===== src/hdl/slave_mem_pkg.sv =====
// memory storage definitions, imported by the memory, the controller and anything moving words

package slave_mem_pkg;

    // word size carried on the serial data lines
    localparam int DATA_WIDTH = 32;

    // address field of the command frame, also the widest memory index
    localparam int ADDR_WIDTH = 8;

    // largest memory that the address field can reach
    localparam int MAX_DEPTH = 1 << ADDR_WIDTH;

    // one stored word
    typedef logic [DATA_WIDTH-1:0] word_t;

    // one memory address
    typedef logic [ADDR_WIDTH-1:0] addr_t;

endpackage : slave_mem_pkg


===== src/hdl/bus_frame_pkg.sv =====
// serial command frame layout, imported by the frame decoder, the top level and the testbench

package bus_frame_pkg;

    import slave_mem_pkg::ADDR_WIDTH;

    // start code sits in the first bits of every frame
    localparam int START_WIDTH = 3;
    localparam logic [START_WIDTH-1:0] START_PATTERN = '1;

    // slave id field follows the start code
    localparam int ID_WIDTH = 2;

    // start | id | rw | burst | address, sent msb first
    localparam int FRAME_LEN = START_WIDTH + ID_WIDTH + 2 + ADDR_WIDTH;

    // bit positions inside a complete frame, bit 0 is the last bit on the wire
    localparam int BURST_POS = ADDR_WIDTH;
    localparam int RW_POS    = ADDR_WIDTH + 1;
    localparam int ID_LSB    = ADDR_WIDTH + 2;
    localparam int START_LSB = ID_LSB + ID_WIDTH;

    // rw bit value that asks for a write, zero asks for a read
    localparam logic RW_WRITE = 1'b1;

    typedef logic [ID_WIDTH-1:0] slave_id_t;

endpackage : bus_frame_pkg


===== src/hdl/frame_decoder.sv =====
// command frame decoder, shifts in the control line and strobes one decoded command per match

`timescale 1ns/1ps

module frame_decoder
    import bus_frame_pkg::*, slave_mem_pkg::*;
#(
    parameter slave_id_t SLAVE_ID = 1
) (
    input  logic  clk,
    input  logic  rstN,
    input  logic  control,
    input  logic  busy,
    output logic  cmd_strobe,
    output logic  cmd_write,
    output logic  cmd_burst,
    output addr_t cmd_addr
);

    localparam int CNT_W = $clog2(FRAME_LEN);
    localparam logic [CNT_W-1:0] LAST_BIT = CNT_W'(FRAME_LEN - 1);

    // high from the first start bit until the last frame bit is sampled
    logic                 in_frame;
    logic [CNT_W-1:0]     bit_cnt;

    // earlier frame bits, the current control bit completes the frame
    logic [FRAME_LEN-2:0] frame_sr;
    logic [FRAME_LEN-1:0] frame;

    logic                 hunt_start;
    logic                 frame_done;
    logic                 frame_ok;

    assign frame = {frame_sr, control};

    // no new frame while a transfer runs or a command is being handed over
    assign hunt_start = !in_frame && !busy && !cmd_strobe && control;

    assign frame_done = in_frame && (bit_cnt == LAST_BIT);

    assign frame_ok = (frame[START_LSB +: START_WIDTH] == START_PATTERN) &&
                      (frame[ID_LSB +: ID_WIDTH] == SLAVE_ID);

    always_ff @(posedge clk or negedge rstN) begin
        if (!rstN) begin
            in_frame   <= 1'b0;
            bit_cnt    <= '0;
            cmd_strobe <= 1'b0;
        end else begin
            cmd_strobe <= 1'b0;
            if (in_frame) begin
                if (frame_done) begin
                    // a bad start code or another slave id just drops the frame
                    in_frame   <= 1'b0;
                    bit_cnt    <= '0;
                    cmd_strobe <= frame_ok;
                end else begin
                    bit_cnt <= bit_cnt + 1'b1;
                end
            end else if (hunt_start) begin
                // this edge already took the first start bit
                in_frame <= 1'b1;
                bit_cnt  <= CNT_W'(1);
            end
        end
    end

    always_ff @(posedge clk) begin
        if (hunt_start || in_frame) begin
            frame_sr <= frame[FRAME_LEN-2:0];
        end
        // fields are held until the next frame completes
        if (frame_done) begin
            cmd_write <= (frame[RW_POS] == RW_WRITE);
            cmd_burst <= frame[BURST_POS];
            cmd_addr  <= frame[ADDR_WIDTH-1:0];
        end
    end

    // one strobe per frame, frames are at least FRAME_LEN cycles apart
    a_strobe_single: assert property (
        @(posedge clk) disable iff (!rstN)
        cmd_strobe |=> !cmd_strobe
    ) else $error("cmd_strobe held for more than one cycle");

    // the controller must have been idle when the frame ended
    a_strobe_not_busy: assert property (
        @(posedge clk) disable iff (!rstN)
        cmd_strobe |-> !busy
    ) else $error("cmd_strobe fired during a running transfer");

endmodule : frame_decoder


===== config.mk =====
export PLATFORM = sky130hd
export DESIGN_NAME = frame_decoder
export DESIGN_NICKNAME = d
export VERILOG_FILES = /design/src/hdl/slave_mem_pkg.sv /design/src/hdl/bus_frame_pkg.sv /design/src/hdl/frame_decoder.sv
export SDC_FILE = /design/constraint.sdc
export NUM_CORES = 1
export LEC_CHECK = 0
export ABC_AREA = 1
export BUFFER_PORTS_ARGS = -buffer_cell sky130_fd_sc_hd__buf_4
export CAP_MARGIN = 5
export CORE_ASPECT_RATIO = 1.4
export CORE_MARGIN = 8
export CORE_UTILIZATION = 25
export DETAILED_ROUTE_END_ITERATION = 12
export PLACE_DENSITY = 0.42
export SLEW_MARGIN = 5
export SYNTH_ARGS = -nofsm -noshare
export SYNTH_HDL_FRONTEND = slang
export SYNTH_SLANG_ARGS = --single-unit

===== constraint.sdc =====
create_clock -name clk -period 1.8 [get_ports clk]
set_clock_uncertainty 0.2 [all_clocks]
set_input_delay 0.36 -clock clk [delete_from_list [all_inputs] [get_ports clk]]
set_output_delay 0.36 -clock clk [all_outputs]
set_load 0.05 [all_outputs]

==> flow_summary_export.csv <==
group,metric,value,unit
run_status,status,"finished, final reports clean",
synthesis,synth_cells,71,
clocking,cts_resized,0,
drt,avgViaCountPerCell,4.187,
critical_path,cp.required,1540,ps
critical_path,r2r_start,"bit_cnt[0]",
timing,slew_violations,0,
grt,grtUsageTotal,0.06108,
timing,fin_ws,195.8,ps
synthesis,synth_most_common_cell,"edfxtp_1",
critical_path,r2r_setup_slack,200,ps
drt,ant_nets,0,
final_layout,layout.nets,99,
final_layout,fin_cells,139,
synthesis,syn_area,1092,um^2
critical_path,cp_data_arrival_time,1350,ps
grt,grt_start_max_net_pins,16,
final_layout,drive_gt1_frac,0.3085,
clocking,cts_buffers,5,
drt,first_pass_iters,4,
synthesis,ys_types,15,
timing,worstMarginPinSlew,361.7,ps
floorplan,die_h,94.21,um
synthesis,synth-main-ff-cell,"edfxtp_1",
synthesis,syn-mean-instance-area,15.38,um^2
pwr,finalPower,2364,uW
clocking,post_cts_buffers,0,
drt,drt_wl_total,1.792,mm
timing,fin_crit,1604,ps
floorplan,die_area,6770,um^2
timing,setup_tns,0,ps
timing,setup_viol,0,
clocking,cts.sinks,30,
timing,max-slew-margin-rel,0.7580,
synthesis,async_flop_share,0.2000,
clocking,clock_latency,270,ps
clocking,cts_tree,"yes",
drt,drtIter0Drc,11,
critical_path,r2r_cells,4,
timing,fmax,0.6234,GHz
timing,hold_viol,0,
grt,first_global_vias,635,
grt,grt_overflow,0,
min_path,holdCritStartpoint,"control",
synthesis,ys_ff_latch,30,
synthesis,synth_area_leaders,"edfxtp_1, dfrtp_1, nand2_1",
floorplan,start_util,0.2598,
run,cap_violations,0,
synthesis,ys_warn_count,0,
synthesis,yosysTopAreaCell,"edfxtp_1",
clocking,cts.clk_slew.worst_paths,60,ps
critical_path,critical_path.endpoint_type,"flip-flop",
synthesis,ys_seq_area_frac,0.7973,
critical_path,crit_path_start_kind,"flip-flop",
min_path,hold_class,"input port to flip-flop",
drt,drc,0,
synthesis,synth_edf_count,24,
final_layout,area_growth,25.66,%
synthesis,yosys.area.top_type_share,0.6598,
clocking,clockBufferDepth,2,
final_layout,fillers,421,
min_path,whs_endpoint,"frame_sr[0]",
grt,grt_pass1_wl,3.015,mm
clocking,clockRootBuffer,"clkbuf_8",
timing,holdWs,77.02,ps
placement,dp_hpwl,1.276,mm
pwr,vdd_drop_max,0.6596,mV
floorplan,io_pins,15,
pwr,powerDensity,1722,nW/um^2
placement,gp_congestion,0.7322,
grt,antenna_found_initial,0,
clocking,htree_levels,2,
synthesis,synthTopCellsByCount,"edfxtp_1, nand2_1, dfrtp_1, inv_1, nand3_1",
critical_path,cp_max_fo,12,
floorplan,core,4204,um^2
placement,portBuffers,14,
critical_path,worstSetupPathType,"flip-flop to flip-flop",
min_path,hold_depth,1,
pwr,p_leak,0.0005698,uW
floorplan,die_x,71.87,um
placement,place_ws,190.3,ps
synthesis,syn-num-nets,77,
final_layout,n_antenna_cell,0,
timing,rsz0062_at_grt,"no",
drt,vias,582,
critical_path,reg2reg_to,"cmd_write",
drt,wl_per_cell,12.89,um
placement,post-place-cells,130,
floorplan,rows,28,
timing,min_period_over_period,0.8912,
-- layout by cell type, fill, tap and decap left out, drive strengths merged --
cell type     n
bufinv        1
nor3b         1
nand4         1
edfxtp       24
buf          14
clkbuf        5
inv           7
ha            2
nand2        18
nor2          4
xor2          1
nand3         6
clkinv        2
nand3b        1
dlygate4sd3   1
dfrtp         6
-- power by group --
| part | switching, uW | internal (uW) |
|---|---|---|
| clock network | 240 | 406 |
| logic | 300 | 148 |
| registers | 169 | 1100 |
| total | 709 | 1650 |
-- worst max-delay path: stages, from the launching register on --
cell and delay, ps:
dfrtp_1 430, inv_1 80, ha_1 210, nand2_4 70, nor2_4 280
-- worst max path at each step --
stage	slack [ps]	cells after the start	end	start
after global placement	210	3	frame_sr[0]	in_frame
after CTS	160	5	cmd_strobe	bit_cnt[0]
after detailed placement	190	5	cmd_strobe	bit_cnt[0]
final	200	4	cmd_write	bit_cnt[0]
after global routing	70	7	bit_cnt[0]	bit_cnt[0]
after floorplan	220	3	frame_sr[0]	cmd_strobe
-- layer usage --
metal	vias up	global-route usage	part of all wire
met5	-	0	0
met4	0	0.05128	0.033
met3	8	0.02885	0.074
met2	17	0.09527	0.47
met1	271	0.06026	0.42
li1	286	-	-
-- sequential cells by signal, summed over array words and instances, names as in the netlist --
name,count
bit_cnt,4
cmd_addr,8
cmd_burst,1
cmd_strobe,1
cmd_write,1
frame_sr,14
in_frame,1
-- kinds of logic (layout without fill, tap and decap cells) --
| group | after synthesis | after routing | synth area share |
|---|---|---|---|
| buffers and inverters | 7 | 30 | 0.02405 |
| and+or+nand+nor | 31 | 31 | 0.1478 |
| DFF | 30 | 30 | 0.7972 |
| xor gates and xnor gates | 1 | 1 | 0.008020 |
| adders and majority gates | 2 | 2 | 0.02291 |
-- what timing repair did --
action	CTS	global route
setup endpoints to repair	0	0
hold endpoints to repair	6	0
hold buffers	1	0
-- metrics by stage --
step	util	cell area [um^2]
floorplan	-	1092
global placement	0.2982	1254
detailed placement	0.2982	1254
CTS	0.3265	1373
global route	0.3265	1373
finish	0.3265	1373
-- area by class of cell --
cell class,count,area (um^2),area share
clock inverters,3,40.04,0.02917
repair buffers,15,115.1,0.08386
multi-input cells,34,195.2,0.1422
inverters,7,26.28,0.01914
flip-flops and latches,30,870.8,0.6345
clock buffers,5,68.82,0.05014
well taps,45,56.30,0.04102
Power figures use the tool's default switching activity.
